$ cat src/hdl/mci_pkg.sv
// MCI control core package with bus widths, register map and boot states
`default_nettype none

package mci_pkg;

    // Register bus widths
    localparam int MCI_ADDR_W = 32;
    localparam int MCI_DATA_W = 32;
    localparam int MCI_USER_W = 32;

    // Register byte offsets, word aligned
    localparam logic [31:0] REG_BOOT_GO          = 32'h00;
    localparam logic [31:0] REG_RESET_REQUEST    = 32'h04;
    localparam logic [31:0] REG_WDT_T1_EN        = 32'h08;
    localparam logic [31:0] REG_WDT_T1_PERIOD    = 32'h0C;
    localparam logic [31:0] REG_WDT_T2_EN        = 32'h10;
    localparam logic [31:0] REG_WDT_T2_PERIOD    = 32'h14;
    localparam logic [31:0] REG_WDT_STATUS       = 32'h18;
    localparam logic [31:0] REG_ERR_FATAL_STATUS = 32'h1C;
    localparam logic [31:0] REG_ERR_FATAL_MASK   = 32'h20;
    localparam logic [31:0] REG_GENERIC_OUT      = 32'h24;
    localparam logic [31:0] REG_GENERIC_IN       = 32'h28;

    // Anything above this offset is unmapped
    localparam logic [31:0] MCI_REG_LAST = 32'h28;

    // Length of the MCU reset pulse on a reset request
    localparam int MCU_RST_CYCLES = 16;

    typedef enum logic [2:0] {
        BOOT_IDLE,
        BOOT_LCC_INIT,
        BOOT_FC_INIT,
        BOOT_WAIT_GO,
        BOOT_DONE,
        BOOT_MCU_RST
    } mci_boot_state_e;

endpackage

`default_nettype wire
$ cat src/hdl/mci_req_if.sv
// Decoded register request from the address decoder to the register bank
`default_nettype none

interface mci_req_if;
    import mci_pkg::*;

    logic                  dv;
    logic                  write;
    logic                  privileged;
    logic [7:0]            offset;
    logic [MCI_DATA_W-1:0] wdata;
    logic                  hold;
    logic [MCI_DATA_W-1:0] rdata;

    modport request (
        output dv, write, privileged, offset, wdata,
        input  hold, rdata
    );

    modport response (
        input  dv, write, privileged, offset, wdata,
        output hold, rdata
    );

endinterface

`default_nettype wire

$ cat src/hdl/mci_top.sv
// MCI control core top level with register bus, watchdog and boot sequencer
`default_nettype none

module mci_top (
    input  wire logic                           clk,
    input  wire logic                           arst_n_i,
    input  wire logic                           req_dv_i,
    input  wire logic                           req_write_i,
    input  wire logic [mci_pkg::MCI_ADDR_W-1:0] req_addr_i,
    input  wire logic [mci_pkg::MCI_DATA_W-1:0] req_wdata_i,
    input  wire logic [mci_pkg::MCI_USER_W-1:0] req_user_i,
    output logic                                req_hold_o,
    output logic [mci_pkg::MCI_DATA_W-1:0]      req_rdata_o,
    output logic                                req_error_o,
    input  wire logic [mci_pkg::MCI_USER_W-1:0] strap_mcu_user_i,
    input  wire logic [31:0]                    agg_error_fatal_i,
    input  wire logic [31:0]                    generic_in_i,
    output logic [31:0]                         generic_out_o,
    output logic                                mci_intr_o,
    output logic                                nmi_intr_o,
    output logic                                all_error_fatal_o,
    input  wire logic                           lc_done_i,
    input  wire logic                           fc_opt_done_i,
    output logic                                lc_init_o,
    output logic                                fc_opt_init_o,
    output logic                                cptra_rst_b_o,
    output logic                                mcu_rst_b_o
);
    import mci_pkg::*;

    logic                    t1_en;
    logic                    t2_en;
    logic [MCI_DATA_W-1:0]   t1_period;
    logic [MCI_DATA_W-1:0]   t2_period;
    logic                    t1_restart;
    logic                    t2_restart;
    logic                    t1_service;
    logic                    t2_service;
    logic                    t1_timeout;
    logic                    t2_timeout;
    logic                    boot_go;
    logic                    mcu_rst_req;

    mci_req_if req_if ();

    mci_addr_decode mci_addr_decode_inst (
        .clk,
        .arst_n_i,
        .req_dv_i,
        .req_write_i,
        .req_addr_i,
        .req_wdata_i,
        .req_user_i,
        .req_hold_o,
        .req_rdata_o,
        .req_error_o,
        .strap_mcu_user_i,
        .req_if (req_if.request)
    );

    mci_reg_bank mci_reg_bank_inst (
        .clk,
        .arst_n_i,
        .req_if           (req_if.response),
        .agg_error_fatal_i,
        .generic_in_i,
        .generic_out_o,
        .t1_en_o          (t1_en),
        .t1_period_o      (t1_period),
        .t1_restart_o     (t1_restart),
        .t1_service_o     (t1_service),
        .t2_en_o          (t2_en),
        .t2_period_o      (t2_period),
        .t2_restart_o     (t2_restart),
        .t2_service_o     (t2_service),
        .t1_timeout_i     (t1_timeout),
        .t2_timeout_i     (t2_timeout),
        .boot_go_o        (boot_go),
        .mcu_rst_req_o    (mcu_rst_req),
        .mci_intr_o,
        .nmi_intr_o,
        .all_error_fatal_o
    );

    // Timer1 status doubles as the MCU interrupt
    mci_wdt mci_wdt_inst (
        .clk,
        .arst_n_i,
        .t1_en_i      (t1_en),
        .t1_period_i  (t1_period),
        .t1_restart_i (t1_restart),
        .t1_service_i (t1_service),
        .t2_en_i      (t2_en),
        .t2_period_i  (t2_period),
        .t2_restart_i (t2_restart),
        .t2_service_i (t2_service),
        .t1_status_i  (mci_intr_o),
        .t1_timeout_o (t1_timeout),
        .t2_timeout_o (t2_timeout)
    );

    mci_boot_seqr mci_boot_seqr_inst (
        .clk,
        .arst_n_i,
        .lc_done_i,
        .fc_opt_done_i,
        .boot_go_i     (boot_go),
        .mcu_rst_req_i (mcu_rst_req),
        .lc_init_o,
        .fc_opt_init_o,
        .cptra_rst_b_o,
        .mcu_rst_b_o
    );

endmodule

`default_nettype wire

$ cat src/hdl/mci_boot_seqr.sv
// Boot sequencer for the LCC and fuse handshakes and the Caliptra and MCU resets
`default_nettype none

module mci_boot_seqr (
    input  wire logic clk,
    input  wire logic arst_n_i,
    input  wire logic lc_done_i,
    input  wire logic fc_opt_done_i,
    input  wire logic boot_go_i,
    input  wire logic mcu_rst_req_i,
    output logic      lc_init_o,
    output logic      fc_opt_init_o,
    output logic      cptra_rst_b_o,
    output logic      mcu_rst_b_o
);
    import mci_pkg::*;

    localparam int CNT_W = $clog2(MCU_RST_CYCLES + 1);

    mci_boot_state_e  state;
    mci_boot_state_e  state_d;
    logic [CNT_W-1:0] rst_cnt;

    always_comb begin
        state_d = state;
        case (state)
            BOOT_IDLE:     state_d = BOOT_LCC_INIT;
            BOOT_LCC_INIT: if (lc_done_i) state_d = BOOT_FC_INIT;
            BOOT_FC_INIT:  if (fc_opt_done_i) state_d = BOOT_WAIT_GO;
            BOOT_WAIT_GO:  if (boot_go_i) state_d = BOOT_DONE;
            BOOT_DONE:     if (mcu_rst_req_i) state_d = BOOT_MCU_RST;
            BOOT_MCU_RST: begin
                if (rst_cnt == CNT_W'(MCU_RST_CYCLES - 1)) begin
                    state_d = BOOT_DONE;
                end
            end
            default:       state_d = BOOT_IDLE;
        endcase
    end

    // Outputs are decoded from the next state so they switch with it
    always_ff @(posedge clk or negedge arst_n_i) begin
        if (!arst_n_i) begin
            state         <= BOOT_IDLE;
            rst_cnt       <= '0;
            lc_init_o     <= 1'b0;
            fc_opt_init_o <= 1'b0;
            cptra_rst_b_o <= 1'b0;
            mcu_rst_b_o   <= 1'b0;
        end else begin
            state         <= state_d;
            lc_init_o     <= (state_d == BOOT_LCC_INIT);
            fc_opt_init_o <= (state_d == BOOT_FC_INIT);
            cptra_rst_b_o <= (state_d == BOOT_WAIT_GO) || (state_d == BOOT_DONE) ||
                             (state_d == BOOT_MCU_RST);
            mcu_rst_b_o   <= (state_d == BOOT_DONE);
            // Reset length counter, restarted on every entry
            if (state == BOOT_MCU_RST) begin
                rst_cnt <= rst_cnt + 1'b1;
            end else begin
                rst_cnt <= '0;
            end
        end
    end

endmodule

`default_nettype wire

$ cat src/hdl/mci_wdt.sv
// Two cascaded watchdog timers, the second running once the first has fired
`default_nettype none

module mci_wdt (
    input  wire logic                           clk,
    input  wire logic                           arst_n_i,
    input  wire logic                           t1_en_i,
    input  wire logic [mci_pkg::MCI_DATA_W-1:0] t1_period_i,
    input  wire logic                           t1_restart_i,
    input  wire logic                           t1_service_i,
    input  wire logic                           t2_en_i,
    input  wire logic [mci_pkg::MCI_DATA_W-1:0] t2_period_i,
    input  wire logic                           t2_restart_i,
    input  wire logic                           t2_service_i,
    input  wire logic                           t1_status_i,
    output logic                                t1_timeout_o,
    output logic                                t2_timeout_o
);
    import mci_pkg::*;

    logic [1:0]                 run;
    logic [1:0]                 clear;
    logic [1:0][MCI_DATA_W-1:0] period;
    logic [1:0][MCI_DATA_W-1:0] count;
    logic [1:0]                 stopped;
    logic [1:0]                 timeout;

    // Timer2 only runs while timer1's timeout is pending
    assign run    = {t2_en_i & t1_status_i, t1_en_i};
    assign clear  = {t2_restart_i | t2_service_i, t1_restart_i | t1_service_i};
    assign period = {t2_period_i, t1_period_i};

    for (genvar i = 0; i < 2; i++) begin : g_timer
        always_ff @(posedge clk or negedge arst_n_i) begin
            if (!arst_n_i) begin
                count[i]   <= '0;
                stopped[i] <= 1'b0;
                timeout[i] <= 1'b0;
            end else begin
                timeout[i] <= 1'b0;
                if (clear[i]) begin
                    count[i]   <= '0;
                    stopped[i] <= 1'b0;
                end else if (run[i] && !stopped[i]) begin
                    if (count[i] == period[i]) begin
                        timeout[i] <= 1'b1;
                        stopped[i] <= 1'b1;
                    end else begin
                        count[i] <= count[i] + 1'b1;
                    end
                end
            end
        end
    end

    assign t1_timeout_o = timeout[0];
    assign t2_timeout_o = timeout[1];

endmodule

`default_nettype wire

$ cat src/hdl/mci_reg_bank.sv
// MCI control and status registers with error aggregation and interrupts
`default_nettype none

module mci_reg_bank (
    input  wire logic                           clk,
    input  wire logic                           arst_n_i,
    mci_req_if.response                         req_if,
    input  wire logic [31:0]                    agg_error_fatal_i,
    input  wire logic [31:0]                    generic_in_i,
    output logic [31:0]                         generic_out_o,
    output logic                                t1_en_o,
    output logic [mci_pkg::MCI_DATA_W-1:0]      t1_period_o,
    output logic                                t1_restart_o,
    output logic                                t1_service_o,
    output logic                                t2_en_o,
    output logic [mci_pkg::MCI_DATA_W-1:0]      t2_period_o,
    output logic                                t2_restart_o,
    output logic                                t2_service_o,
    input  wire logic                           t1_timeout_i,
    input  wire logic                           t2_timeout_i,
    output logic                                boot_go_o,
    output logic                                mcu_rst_req_o,
    output logic                                mci_intr_o,
    output logic                                nmi_intr_o,
    output logic                                all_error_fatal_o
);
    import mci_pkg::*;

    logic                  wr_ok;
    logic                  rd_start;
    logic                  rd_pending;
    logic [MCI_DATA_W-1:0] rd_data;
    logic [MCI_DATA_W-1:0] rdata_q;
    logic [1:0]            wdt_status;
    logic [31:0]           fatal_status;
    logic [31:0]           fatal_mask;
    logic [1:0]            wdt_clr;
    logic [31:0]           fatal_clr;

    // Boot, reset and watchdog registers sit below the error registers
    assign wr_ok = req_if.dv & req_if.write &
                   (req_if.privileged | (req_if.offset > REG_WDT_STATUS[7:0]));

    assign wdt_clr   = (wr_ok && req_if.offset == REG_WDT_STATUS[7:0]) ?
                       req_if.wdata[1:0] : 2'b00;
    assign fatal_clr = (wr_ok && req_if.offset == REG_ERR_FATAL_STATUS[7:0]) ?
                       req_if.wdata : '0;

    always_ff @(posedge clk or negedge arst_n_i) begin
        if (!arst_n_i) begin
            boot_go_o         <= 1'b0;
            mcu_rst_req_o     <= 1'b0;
            t1_en_o           <= 1'b0;
            t1_period_o       <= '0;
            t2_en_o           <= 1'b0;
            t2_period_o       <= '0;
            t1_restart_o      <= 1'b0;
            t2_restart_o      <= 1'b0;
            t1_service_o      <= 1'b0;
            t2_service_o      <= 1'b0;
            wdt_status        <= 2'b00;
            fatal_status      <= '0;
            fatal_mask        <= '0;
            generic_out_o     <= '0;
            all_error_fatal_o <= 1'b0;
        end else begin
            if (wr_ok) begin
                case (req_if.offset)
                    REG_BOOT_GO[7:0]:        boot_go_o     <= req_if.wdata[0];
                    REG_WDT_T1_EN[7:0]:      t1_en_o       <= req_if.wdata[0];
                    REG_WDT_T1_PERIOD[7:0]:  t1_period_o   <= req_if.wdata;
                    REG_WDT_T2_EN[7:0]:      t2_en_o       <= req_if.wdata[0];
                    REG_WDT_T2_PERIOD[7:0]:  t2_period_o   <= req_if.wdata;
                    REG_ERR_FATAL_MASK[7:0]: fatal_mask    <= req_if.wdata;
                    REG_GENERIC_OUT[7:0]:    generic_out_o <= req_if.wdata;
                    default: ;
                endcase
            end
            // Single-cycle strobes to the sequencer and the watchdog
            mcu_rst_req_o <= wr_ok && req_if.offset == REG_RESET_REQUEST[7:0] &&
                             req_if.wdata[0];
            t1_restart_o  <= wr_ok && (req_if.offset == REG_WDT_T1_EN[7:0] ||
                                       req_if.offset == REG_WDT_T1_PERIOD[7:0]);
            t2_restart_o  <= wr_ok && (req_if.offset == REG_WDT_T2_EN[7:0] ||
                                       req_if.offset == REG_WDT_T2_PERIOD[7:0]);
            t1_service_o  <= wdt_clr[0];
            t2_service_o  <= wdt_clr[1];

            // New events win over a clear in the same cycle
            wdt_status        <= (wdt_status & ~wdt_clr) | {t2_timeout_i, t1_timeout_i};
            fatal_status      <= (fatal_status & ~fatal_clr) | agg_error_fatal_i;
            all_error_fatal_o <= |(fatal_status & ~fatal_mask);
        end
    end

    assign mci_intr_o = wdt_status[0];
    assign nmi_intr_o = wdt_status[1];

    always_comb begin
        case (req_if.offset)
            REG_BOOT_GO[7:0]:          rd_data = {31'b0, boot_go_o};
            REG_WDT_T1_EN[7:0]:        rd_data = {31'b0, t1_en_o};
            REG_WDT_T1_PERIOD[7:0]:    rd_data = t1_period_o;
            REG_WDT_T2_EN[7:0]:        rd_data = {31'b0, t2_en_o};
            REG_WDT_T2_PERIOD[7:0]:    rd_data = t2_period_o;
            REG_WDT_STATUS[7:0]:       rd_data = {30'b0, wdt_status};
            REG_ERR_FATAL_STATUS[7:0]: rd_data = fatal_status;
            REG_ERR_FATAL_MASK[7:0]:   rd_data = fatal_mask;
            REG_GENERIC_OUT[7:0]:      rd_data = generic_out_o;
            REG_GENERIC_IN[7:0]:       rd_data = generic_in_i;
            default:                   rd_data = '0;
        endcase
    end

    // Reads hold for one cycle while the data is captured
    assign rd_start = req_if.dv & ~req_if.write & ~rd_pending;

    always_ff @(posedge clk or negedge arst_n_i) begin
        if (!arst_n_i) begin
            rd_pending <= 1'b0;
        end else begin
            rd_pending <= rd_start;
        end
    end

    always_ff @(posedge clk) begin
        if (rd_start) begin
            rdata_q <= rd_data;
        end
    end

    assign req_if.hold  = rd_start;
    assign req_if.rdata = rdata_q;

endmodule

`default_nettype wire

$ cat src/hdl/mci_addr_decode.sv
// Register bus decoder with window check, privilege tagging and error response
`default_nettype none

module mci_addr_decode (
    input  wire logic                          clk,
    input  wire logic                          arst_n_i,
    input  wire logic                          req_dv_i,
    input  wire logic                          req_write_i,
    input  wire logic [mci_pkg::MCI_ADDR_W-1:0] req_addr_i,
    input  wire logic [mci_pkg::MCI_DATA_W-1:0] req_wdata_i,
    input  wire logic [mci_pkg::MCI_USER_W-1:0] req_user_i,
    output logic                               req_hold_o,
    output logic [mci_pkg::MCI_DATA_W-1:0]     req_rdata_o,
    output logic                               req_error_o,
    input  wire logic [mci_pkg::MCI_USER_W-1:0] strap_mcu_user_i,
    mci_req_if.request                         req_if
);
    import mci_pkg::*;

    logic                  in_range;
    logic [MCI_USER_W-1:0] mcu_user_q;

    // Quasi-static strap flopped to keep the pad off the compare path
    always_ff @(posedge clk or negedge arst_n_i) begin
        if (!arst_n_i) begin
            mcu_user_q <= '0;
        end else begin
            mcu_user_q <= strap_mcu_user_i;
        end
    end

    assign in_range = (req_addr_i <= MCI_REG_LAST) && (req_addr_i[1:0] == 2'b00);

    // Only mapped requests reach the bank
    assign req_if.dv         = req_dv_i & in_range;
    assign req_if.write      = req_write_i;
    assign req_if.privileged = (req_user_i == mcu_user_q);
    assign req_if.offset     = req_addr_i[7:0];
    assign req_if.wdata      = req_wdata_i;

    // Errors complete here in the same cycle
    assign req_hold_o  = req_if.hold;
    assign req_rdata_o = in_range ? req_if.rdata : '0;
    assign req_error_o = req_dv_i & ~in_range;

endmodule

`default_nettype wire

$ cat config.mk
export PLATFORM = sky130hd
export DESIGN_NAME = mci_top
export DESIGN_NICKNAME = d
export VERILOG_FILES = /design/src/hdl/mci_pkg.sv /design/src/hdl/mci_req_if.sv /design/src/hdl/mci_top.sv /design/src/hdl/mci_boot_seqr.sv /design/src/hdl/mci_wdt.sv /design/src/hdl/mci_reg_bank.sv /design/src/hdl/mci_addr_decode.sv
export SDC_FILE = /design/constraint.sdc
export NUM_CORES = 1
export LEC_CHECK = 0
export BUFFER_PORTS_ARGS = -buffer_cell sky130_fd_sc_hd__buf_2
export CAP_MARGIN = 5
export CORE_ASPECT_RATIO = 1.75
export CORE_UTILIZATION = 46
export CTS_CLUSTER_SIZE = 16
export DETAILED_ROUTE_END_ITERATION = 8
export PLACE_DENSITY = 0.69
export SETUP_SLACK_MARGIN = 0.4
export SYNTH_ARGS = -nofsm -noshare
export SYNTH_HDL_FRONTEND = slang
export SYNTH_SLANG_ARGS = --single-unit
$ cat constraint.sdc
create_clock -name clk -period 10.5 [get_ports clk]
set_clock_uncertainty 0.15 [all_clocks]
set_input_delay 2.1 -clock clk [delete_from_list [all_inputs] [get_ports clk]]
set_output_delay 2.1 -clock clk [all_outputs]
set_load 0.01 [all_outputs]
-- Word level (Yosys, flattened, before mapping)
Cells that the tools add are included.
- add/sub/neg operators: 3
- magnitude comparators: 2
- eq/ne operators: 26
- muxes and demuxes: 29
- bitwise gates (word level): 21
- reductions and logical operators: 34
- operator list (cell ; count):
    $pmux 32 s10 ; 1
    $mux 32 ; 8
    $eq 32x32->1 ; 3
    $add 32x1->32 const B ; 2
    $and 32x32->32 ; 2
    $not 32->32 ; 2
    $eq 8x5->1 const B ; 4
    $le 32x6->1 const B ; 1
    $or 32x32->32 ; 1
    $reduce_or 32->1 ; 1
    $eq 8x6->1 const B ; 3
    $reduce_and 2->1 ; 11
    $pmux 3 s6 ; 1
    $eq 8x4->1 const B ; 2
    $mux 3 ; 5
    $eq 3x2->1 const B ; 4
    $eq 3x3->1 const B ; 4
    $mux 1 ; 12
    $logic_and 1x1->1 ; 9
    $eq 8x3->1 const B ; 1
    $gt 8x5->1 const B ; 1
    $logic_not 8->1 ; 1
    $reduce_bool 2->1 ; 4
    $and 1x1->1 ; 7
    other kinds (15) ; 25
- flip-flop bits (word level): 316
- input port bits: 198

-- Logic depth before layout (Yosys ltp)
Gate-level depths: netlist of the first run.
- depth in word-level cells: 10
- gate-level depth with buffers: 10
- gate-level depth less buffers: 7

-- Hierarchy
A second synthesis of the first run with hierarchy kept.
- cell total of the unflattened synthesis: 1485
- area total of the unflattened synthesis: 16492.1 µm²
- by module, submodules not included (module ; times used ; cells each ; area each (µm²) ; sequential area each (µm²)):
    mci_reg_bank ; 1 ; 737 ; 9519.1 ; 5265.0
    mci_wdt ; 1 ; 533 ; 4631.9 ; 1701.6
    mci_addr_decode ; 1 ; 166 ; 1809.2 ; 800.8
    mci_boot_seqr ; 1 ; 49 ; 531.8 ; 300.3

-- Least setup slack after synthesis of the first run
No wires, ideal clock.
- kind: input -> output
- start point: in req_addr_i[2] in the netlist's numbering
- end point: out req_hold_o
- arrival: 4113 ps
- required time: 8250 ps
- setup slack: 4137 ps
- cell stages on the path: 6
- cells stage by stage: buf_2 o31a_1 o21a_1 nor3_1 clkbuf_1 and3_1
- cells in the longest elaborated chain, start to end: 5
- ends and longest elaborated chain (element ; line ; text):
    start: declaration ; mci_top.sv:9 ; input wire logic [mci_pkg::MCI_ADDR_W-1:0] req_addr_i,
    $le 32x6->1 ; mci_addr_decode.sv:32 ; assign in_range = (req_addr_i <= MCI_REG_LAST) && (req_addr_i[1:0] == 2'b00);
    $logic_and 1x1->1 ; mci_addr_decode.sv:32 ;
    $and 1x1->1 ; mci_addr_decode.sv:35 ; assign req_if.dv = req_dv_i & in_range;
    $and 1x1->1 (2 in series) ; mci_reg_bank.sv:116 ; assign rd_start = req_if.dv & ~req_if.write & ~rd_pending;
    end: declaration ; mci_top.sv:12 ; output logic req_hold_o,
No other way between the ends.

-- Worst setup path after layout of the first run
- start point: in req_addr_i[6] in the netlist's numbering
- end point: out req_hold_o
Same word-level chain as after synthesis.

==> results of run 1 <==
==> through the flow <==
stage                     cells  util, %  setup WS (ps)  cell area, µm²
after CTS                  1996     55.0           4070           17700
after global routing       1996     55.0           4010           17700
after global placement     1942     52.0           4120           16800
after detailed placement   1942     52.0           4080           16800
final                      1996     55.0           4190           17700
after floorplan            1322        -           4140           15000
==> final cells by class <==
| class | count | area (µm²) |
|---|---|---|
| clock buffer | 38 | 800 |
| clock inverter | 16 | 158 |
| fill | 2867 | 14500 |
| inverter | 44 | 165 |
| multi-input combinational | 896 | 6530 |
| sequential | 316 | 8070 |
| tap | 400 | 500 |
| timing repair buffer | 286 | 1490 |
==> registers in the layout, summed over array words and instances, names as in the netlist, 2 cells and up <==
signal	flops
mci_reg_bank_inst.t1_period_o	32
mci_reg_bank_inst.wdt_status	2
mci_boot_seqr_inst.rst_cnt	5
mci_wdt_inst.count	64
mci_reg_bank_inst.fatal_mask	32
mci_addr_decode_inst.mcu_user_q	32
mci_reg_bank_inst.generic_out_o	32
mci_wdt_inst.stopped	2
mci_reg_bank_inst.t2_period_o	32
mci_reg_bank_inst.fatal_status	32
mci_boot_seqr_inst.state	3
mci_reg_bank_inst.req_if.rdata	32
==> cell usage in the layout (no fill, tap or decap), types with 10 or more instances in the layout <==
cell type  instances
o21ai_0           26
and3_1            17
a21o_1            37
nand4_1           44
xor2_1            33
a21oi_1           51
nand2_1          113
nor4_1            30
clkbuf_16         29
mux2_2           128
or3_1             24
buf_2            269
dfrtp_1          284
nor2_1            37
a222oi_1          61
edfxtp_1          32
nand3_1           30
nor3_1            10
o22ai_1           14
inv_1             44
and2_1            39
xnor2_1           68
buf_4             15
or4_1             27
o31ai_1           23
==> metal layers <==
| metal | global-route usage, % | share of wire, % |
|---|---|---|
| met1 | 32.1 | 35 |
| met2 | 50.7 | 52 |
| met3 | 2.68 | 6.0 |
| met4 | 19.9 | 7.1 |
| met5 | 0 | 0 |
==> path summary, 6_finish.rpt <==
check / start / to / slack [ps] / cells after the start
worst max-delay path: req_addr_i[6] / req_hold_o / 4190 / 7
worst min register to register: mci_wdt_inst.t2_timeout_o$_DFF_PN0_ / mci_reg_bank_inst.wdt_status[1]$_DFF_PN0_ / 300 / 1
worst max register to register: mci_wdt_inst.count[39]$_DFFE_PN0P_ / mci_wdt_inst.count[33]$_DFFE_PN0P_ / 6830 / 7
worst min-delay path: mci_wdt_inst.t2_timeout_o$_DFF_PN0_ / mci_reg_bank_inst.wdt_status[1]$_DFF_PN0_ / 300 / 1
min in group asynchronous: arst_n_i / mci_wdt_inst.count[44]$_DFFE_PN0P_ / 1480 / 1
max in group asynchronous: arst_n_i / mci_boot_seqr_inst.rst_cnt[3]$_DFF_PN0_ / 7310 / 2
==> cells by family (layout without fill, tap and decap cells) <==
group	count (synthesis)	after routing	synth area share, %
simple gates	410	410	14.9
flops	316	316	53.8
buf+inv	110	384	2.95
compound gates	248	248	12.2
mux	133	133	9.96
xor+xnor	101	101	5.89
fa+ha+maj	4	4	0.333
==> power by group through the flow <==
stage	registers, W	clock network (W)	logic [W]
after floorplan	0.00128	0	0.0000267
after global placement	0.00128	0	0.000116
after detailed placement	0.00128	0	0.000119
after CTS	0.00125	0.00109	0.000119
after global routing	0.00125	0.00114	0.000129
final	0.00125	0.00108	0.000118
==> worst max-delay path: cells and delay by family <==
kind,cells,cell delay (ps)
buf+inv,3,770
simple gates,4,1140
==> results.md, run 1 <==
- Outcome: finished with violations
- Failing checks: design-rule violations
- Worst-skew pair later-pin latency: 570 ps
- Overall power: 0.00245 W
- Synthesized area: 15000 µm²
- Internal power: 0.00190 W
- Critical-path top delay cell: nor4_1
- CTS root buffer: clkbuf_16
- Clock network fraction of design power: 44.0%
- Num rows: 87
- Pleak: 8.44 nW
- H-tree levels: 1
- First-pass GRT wire length: 71100 µm
- Synth Flop Type: dfrtp_1
- Total of max-cap violations: 0
- Worst vdd ir: 138 µV
- Cts repair resizes: 0
- Die area: 33400 µm²
- F_max: 0.158 GHz
- Power density of the placed cells: 138 nW/µm²
- Seq/Total Area, Yosys: 53.8%
- Final TNS setup: 0 ps
- Layout cells sized above 1: 29.9%
- Total CTS buffers: 29
- Layout Nets: 1775
- Count of port buffers added during placement: 270
- Cts hold-fix bufs: 0
- Syn_area_per_cell: 11.4 µm²
- Reg clk slew, reported paths: 70 ps
- Initial DRC Count: 1264
- Switching pwr: 0.000550 W
- Min cycle time layout: 6310 ps
- Hold Crit Class: reg2reg
- Starting Density: 46.6%
- Die X: 139 µm
- Worst hold margin: 301 ps
- Crit-path max cell delay: 540 ps
- Critical Path, Cell by Cell: buf_2 -> nor4_1 -> nand4_1 -> nor3_2 -> and3_1 -> buf_4 -> buf_2
- Avg Vias per Cell: 6.18
- Top-count cell post-synth: dfrtp_1
- CP dominant cell by count: buf_2
- Ant. Diodes: 0
- Final setup fails: 0
- Fraction of registers with async set/reset: 89.9%
- Largest fanout on the critical path: 34
- Startpoint Class: input pin
- GRT overflow: 0
- Flop pwr share: 51.1%
- Hpwl dp: 35300 µm
- Post-Route WL: 47400 µm
- Worst relative slew slack: 24.4%
- RSZ-0062 raised after global routing: no
- TritonCTS Sinks: 316
- Die height: 241 µm
- Final Wtd Congestion: 0.951
- Post-synth cell types: 56
- Vias in the first global route: 12267
- WP data arrival: 4060 ps
- Crit. End Element: primary output
- DRC Markers: 13
- Antenna Nets Post-Route: 0
- Pin count of the biggest net entering global routing: 161
- Logic pwr share: 4.8%
- Final hold vios: 0
- Max Root-Sink Buffers: 3
- Setup bufs post-CTS: 0
- Total track usage: 28.4%
- Req. time, crit path: 8250 ps
- Area Growth Syn to Fin: 18.0%
- CTS tree: yes
- Sw frac: 22.5%
- CORE AREA: 32200 µm²
- Vias: 12333
- Main area contributors after synthesis: dfrtp_1 47%, mux2_2 9.6%, edfxtp_1 6.4%, a222oi_1 4.1%, xnor2_1 4.0%
- Synth Net Count: 1524
- Setup CP Type: in2out
- Post-synth top area share: 47.4%
- Synthesized flop and latch total: 316
- Cell count after synthesis: 1322
- EDFF count, synth: 32
- Fin. max-slew vios: 0
- Top post-synthesis cells by count: 284 x dfrtp_1, 128 x mux2_2, 113 x nand2_1
- WL/cell: 23.8 µm
- Ys Warns: 0
- DR pass1 iterations: 9
- Synth area leader: dfrtp_1
- Period utilization: 60.1%
- Initial antenna violation count: 0
- Ports: 271
- Measured slew at the worst slew-check pin: 1130 ps
Note: power is estimated with default switching activity, not from simulation.
==> inputs of run 2 (changes only) <==
--- a/config.mk
+++ b/config.mk
@@ -5,13 +5,14 @@
 export SDC_FILE = /design/constraint.sdc
 export NUM_CORES = 1
 export LEC_CHECK = 0
+export ABC_AREA = 1
 export BUFFER_PORTS_ARGS = -buffer_cell sky130_fd_sc_hd__buf_2
 export CAP_MARGIN = 5
 export CORE_ASPECT_RATIO = 1.75
 export CORE_UTILIZATION = 46
 export CTS_CLUSTER_SIZE = 16
 export DETAILED_ROUTE_END_ITERATION = 8
-export PLACE_DENSITY = 0.69
+export PLACE_DENSITY = 0.68
 export SETUP_SLACK_MARGIN = 0.4
 export SYNTH_ARGS = -nofsm -noshare
 export SYNTH_HDL_FRONTEND = slang
==> constraint.sdc (replaced) <==
create_clock -name clk -period 5.9 [get_ports clk]
set_clock_uncertainty 0.15 [all_clocks]
set_input_delay 1.18 -clock clk [delete_from_list [all_inputs] [get_ports clk]]
set_output_delay 1.18 -clock clk [all_outputs]
set_load 0.01 [all_outputs]
==> run 2 against run 1 <==
Effect of this change:
- the flow now finishes without violations
- sequential power rose by 77%
- combinational power rose by 62%
- clock power rose by 89%
- hold slack got worse by 13 ps
- sequential cell count did not move
- final area rose by 11%
- register-to-register slack got worse by 4100 ps
- global-route usage rose by 0.34 points
- core utilization fell by 0.62 points
- critical endpoint is now req_rdata_o[27]
==> results.md, run 2 <==
- Sw frac: 21.8% (-0.69 points)
- Final Wtd Congestion: 0.999 (+5.1%)
- Crit. End Element: primary output
- DRC Markers: 0 (-13)
- Hpwl dp: 41000 µm (+16%)
- Num rows: 92 (+5.7%)
- Avg Vias per Cell: 5.31 (-14%)
- H-tree levels: 1 (unchanged)
- Post-route cell area: 19600 µm² (+11%)
- Seq/Total Area, Yosys: 47.9% (-5.9 points)
- Synth area leader: dfrtp_1
- Setup bufs post-CTS: 0 (unchanged)
- Syn_area_per_cell: 7.71 µm² (-32%)
- Ys Warns: 0 (unchanged)
- Worst vdd ir: 224 µV (+63%)
- EDFF count, synth: 32 (unchanged)
- Final setup fails: 0 (unchanged)
- Min cycle time layout: 4060 ps
- Ant. Diodes: 0 (unchanged)
- WL/cell: 18.3 µm (-23%)
- Final TNS setup: 0 ps (unchanged)
- Internal power: 0.00347 W (+83%)
- Clock network fraction of design power: 45.9% (+1.9 points)
- Die height: 255 µm (+5.9%)
- Post-layout util: 54.4% (-0.62 points)
- Initial DRC Count: 1118 (-12%)
- Worst relative slew slack: 22.7% (-1.7 points)
- Vias in the first global route: 15155 (+24%)
- Total track usage: 28.7% (+0.34 points)
- Most frequent cells in the layout: 685 x nand2_1, 284 x dfrtp_1, 269 x buf_2, 261 x inv_1, 224 x nor2_1
- Die X: 147 µm (+5.9%)
- Vias: 15497 (+26%)
- Total CTS buffers: 30 (+3.4%)
- Initial antenna violation count: 0 (unchanged)
- Layout Nets: 2626 (+48%)
- Power density of the placed cells: 227 nW/µm² (+64%)
- Flop pwr share: 49.8% (-1.3 points)
- Antenna Nets Post-Route: 0 (unchanged)
- Final hold vios: 0 (unchanged)
- TritonCTS Sinks: 316 (unchanged)
- Die area: 37400 µm² (+12%)
- Measured slew at the worst slew-check pin: 1160 ps (+30.6 ps)
- Synthesized area: 16800 µm² (+12%)
- GRT overflow: 0 (unchanged)
- Req. time, crit path: 4570 ps (-3680 ps)
- Outcome: complete, no violations
- Logic pwr share: 4.3% (-0.5 points)
- WP data arrival: 2730 ps (-1330 ps)
- Synthesized flop and latch total: 316 (unchanged)
- CORE AREA: 36000 µm² (+12%)
- Ports: 271 (unchanged)
- CTS root buffer: clkbuf_16
- Largest fanout on the critical path: 26 (-24%)
- Total of max-cap violations: 0 (unchanged)
- Layout cells sized above 1: 16.3% (-14 points)
- Worst reg2reg path startpoint: mci_addr_decode_inst.mcu_user_q[8]$_DFF_PN0_
- DR pass1 iterations: 7 (-2)
- Cts hold-fix bufs: 0 (unchanged)
- RSZ-0062 raised after global routing: no
- First-pass GRT wire length: 82400 µm (+16%)
- Post-synth cell types: 45 (-20%)
- Reg clk slew, reported paths: 70 ps (about the same)
- Most common cell after layout, fill and taps aside: nand2_1
- Hold Crit Class: reg2reg
- Synth Flop Type: dfrtp_1
- Critical Path Source: req_addr_i[14]
- Largest register by flop count: mci_wdt_inst.count
- Count of port buffers added during placement: 270 (unchanged)
- Fraction of registers with async set/reset: 89.9% (unchanged)
- Post-Route WL: 53500 µm (+13%)
- Switching pwr: 0.000966 W (+76%)
- CTS tree: yes
- Starting Density: 46.8% (+0.18 points)
- Synth Net Count: 2387 (+57%)
- Post-DP Area: 18500 µm² (+11%)
- Area Growth Syn to Fin: 16.2%
- Startpoint Class: input pin
- Pleak: 9.55 nW (+13%)
- Cell count after synthesis: 2185 (+65%)
- Worst-skew pair later-pin latency: 580 ps (about the same)
- Period utilization: 68.8%
- Main area contributors after synthesis: dfrtp_1 42%, nand2_1 15%, inv_1 5.8%, edfxtp_1 5.7%, nor2_1 5.0%
- Pin count of the biggest net entering global routing: 142 (-12%)
- Largest register FFs: 64 (unchanged)
- Cts repair resizes: 0 (unchanged)
- Top-count cell post-synth: nand2_1
- Top post-synthesis cells by count: 685 x nand2_1, 284 x dfrtp_1, 261 x inv_1
- Post-synth top area share: 42.2% (-5.2 points)
- Worst hold start: mci_wdt_inst.t2_timeout_o$_DFF_PN0_
- Fin. max-slew vios: 0 (unchanged)
- Overall power: 0.00444 W (+81%)
- Setup CP Type: in2out
- Max Root-Sink Buffers: 3 (unchanged)
- F_max: 0.246 GHz
run 2: cell count changes after synthesis, moves of 28 or more:
cell / before / now
a21o_1: 37 / 0
a222oi_1: 61 / 0
and2_1: 39 / 0
inv_1: 44 / 261
mux2_2: 128 / 0
nand2_1: 113 / 685
nand3_1: 30 / 108
nor2_1: 41 / 225
nor3_1: 13 / 45
nor4_1: 30 / 2
o21ai_0: 26 / 109
o21ai_2: 0 / 39
run 2: logic make-up (layout without fill, tap and decap cells):
family          after synthesis  count (layout)  share of synthesized area (%)
xor+xnor                    102             102                           5.30
compound gates              263             263                           9.51
simple gates               1146            1146                           28.3
buf+inv                     354             617                           8.72
fa+ha+maj                     4               4                          0.297
flops                       316             316                           47.9
run 2: power groups by stage:
stage	combinational (W)	clock [W]	sequential, W
after detailed placement	0.000194	0	0.00225
after global placement	0.000191	0	0.00225
final	0.000191	0.00204	0.00221
after global routing	0.000214	0.00215	0.00221
after floorplan	0.0000562	0	0.00225
after CTS	0.000194	0.00207	0.00221
run 2: layout make-up:
class / instances / area, µm²
fill: 3402 / 16400
sequential: 316 / 8070
multi-input combinational: 1515 / 7320
timing repair buffer: 296 / 1570
inverter: 265 / 995
clock buffer: 51 / 965
tap: 470 / 588
clock inverter: 5 / 75.1
run 2: critical path: stages:
cell and delay [ps]:
buf_2 100, or2_0 220, nor2_1 110, nand2_1 90, nor2_4 140, nand2_1 280
buf_4 340, nor2_1 130, buf_2 140
run 2: worst paths after layout:
check / cells after the start / slack (ps) / endpoint
max in group asynchronous: 2 / 3840 / mci_reg_bank_inst.t2_period_o[30]$_DFFE_PN0P_
worst min register to register: 2 / 290 / mci_reg_bank_inst.wdt_status[1]$_DFF_PN0_
min in group asynchronous: 1 / 440 / mci_addr_decode_inst.mcu_user_q[9]$_DFF_PN0_
worst max-delay path: 9 / 1840 / req_rdata_o[27]
worst max register to register: 11 / 2720 / mci_reg_bank_inst.t2_period_o[11]$_DFFE_PN0P_
worst min-delay path: 2 / 290 / mci_reg_bank_inst.wdt_status[1]$_DFF_PN0_
run 2: metrics by stage:
stage	setup WS (ps)	instances	hold WS, ps
final	1840	2918	287
after global routing	1700	2918	313
after CTS	1860	2918	289
after detailed placement	1750	2862	270
after global placement	1850	2862	264
after floorplan	1380	2185	259
run 2: routing by layer:
layer	GRT usage, %	part of all wire (%)
met5	0	0
met4	15.5	5.3
met3	3.23	6.5
met2	50.7	51
met1	34.1	37
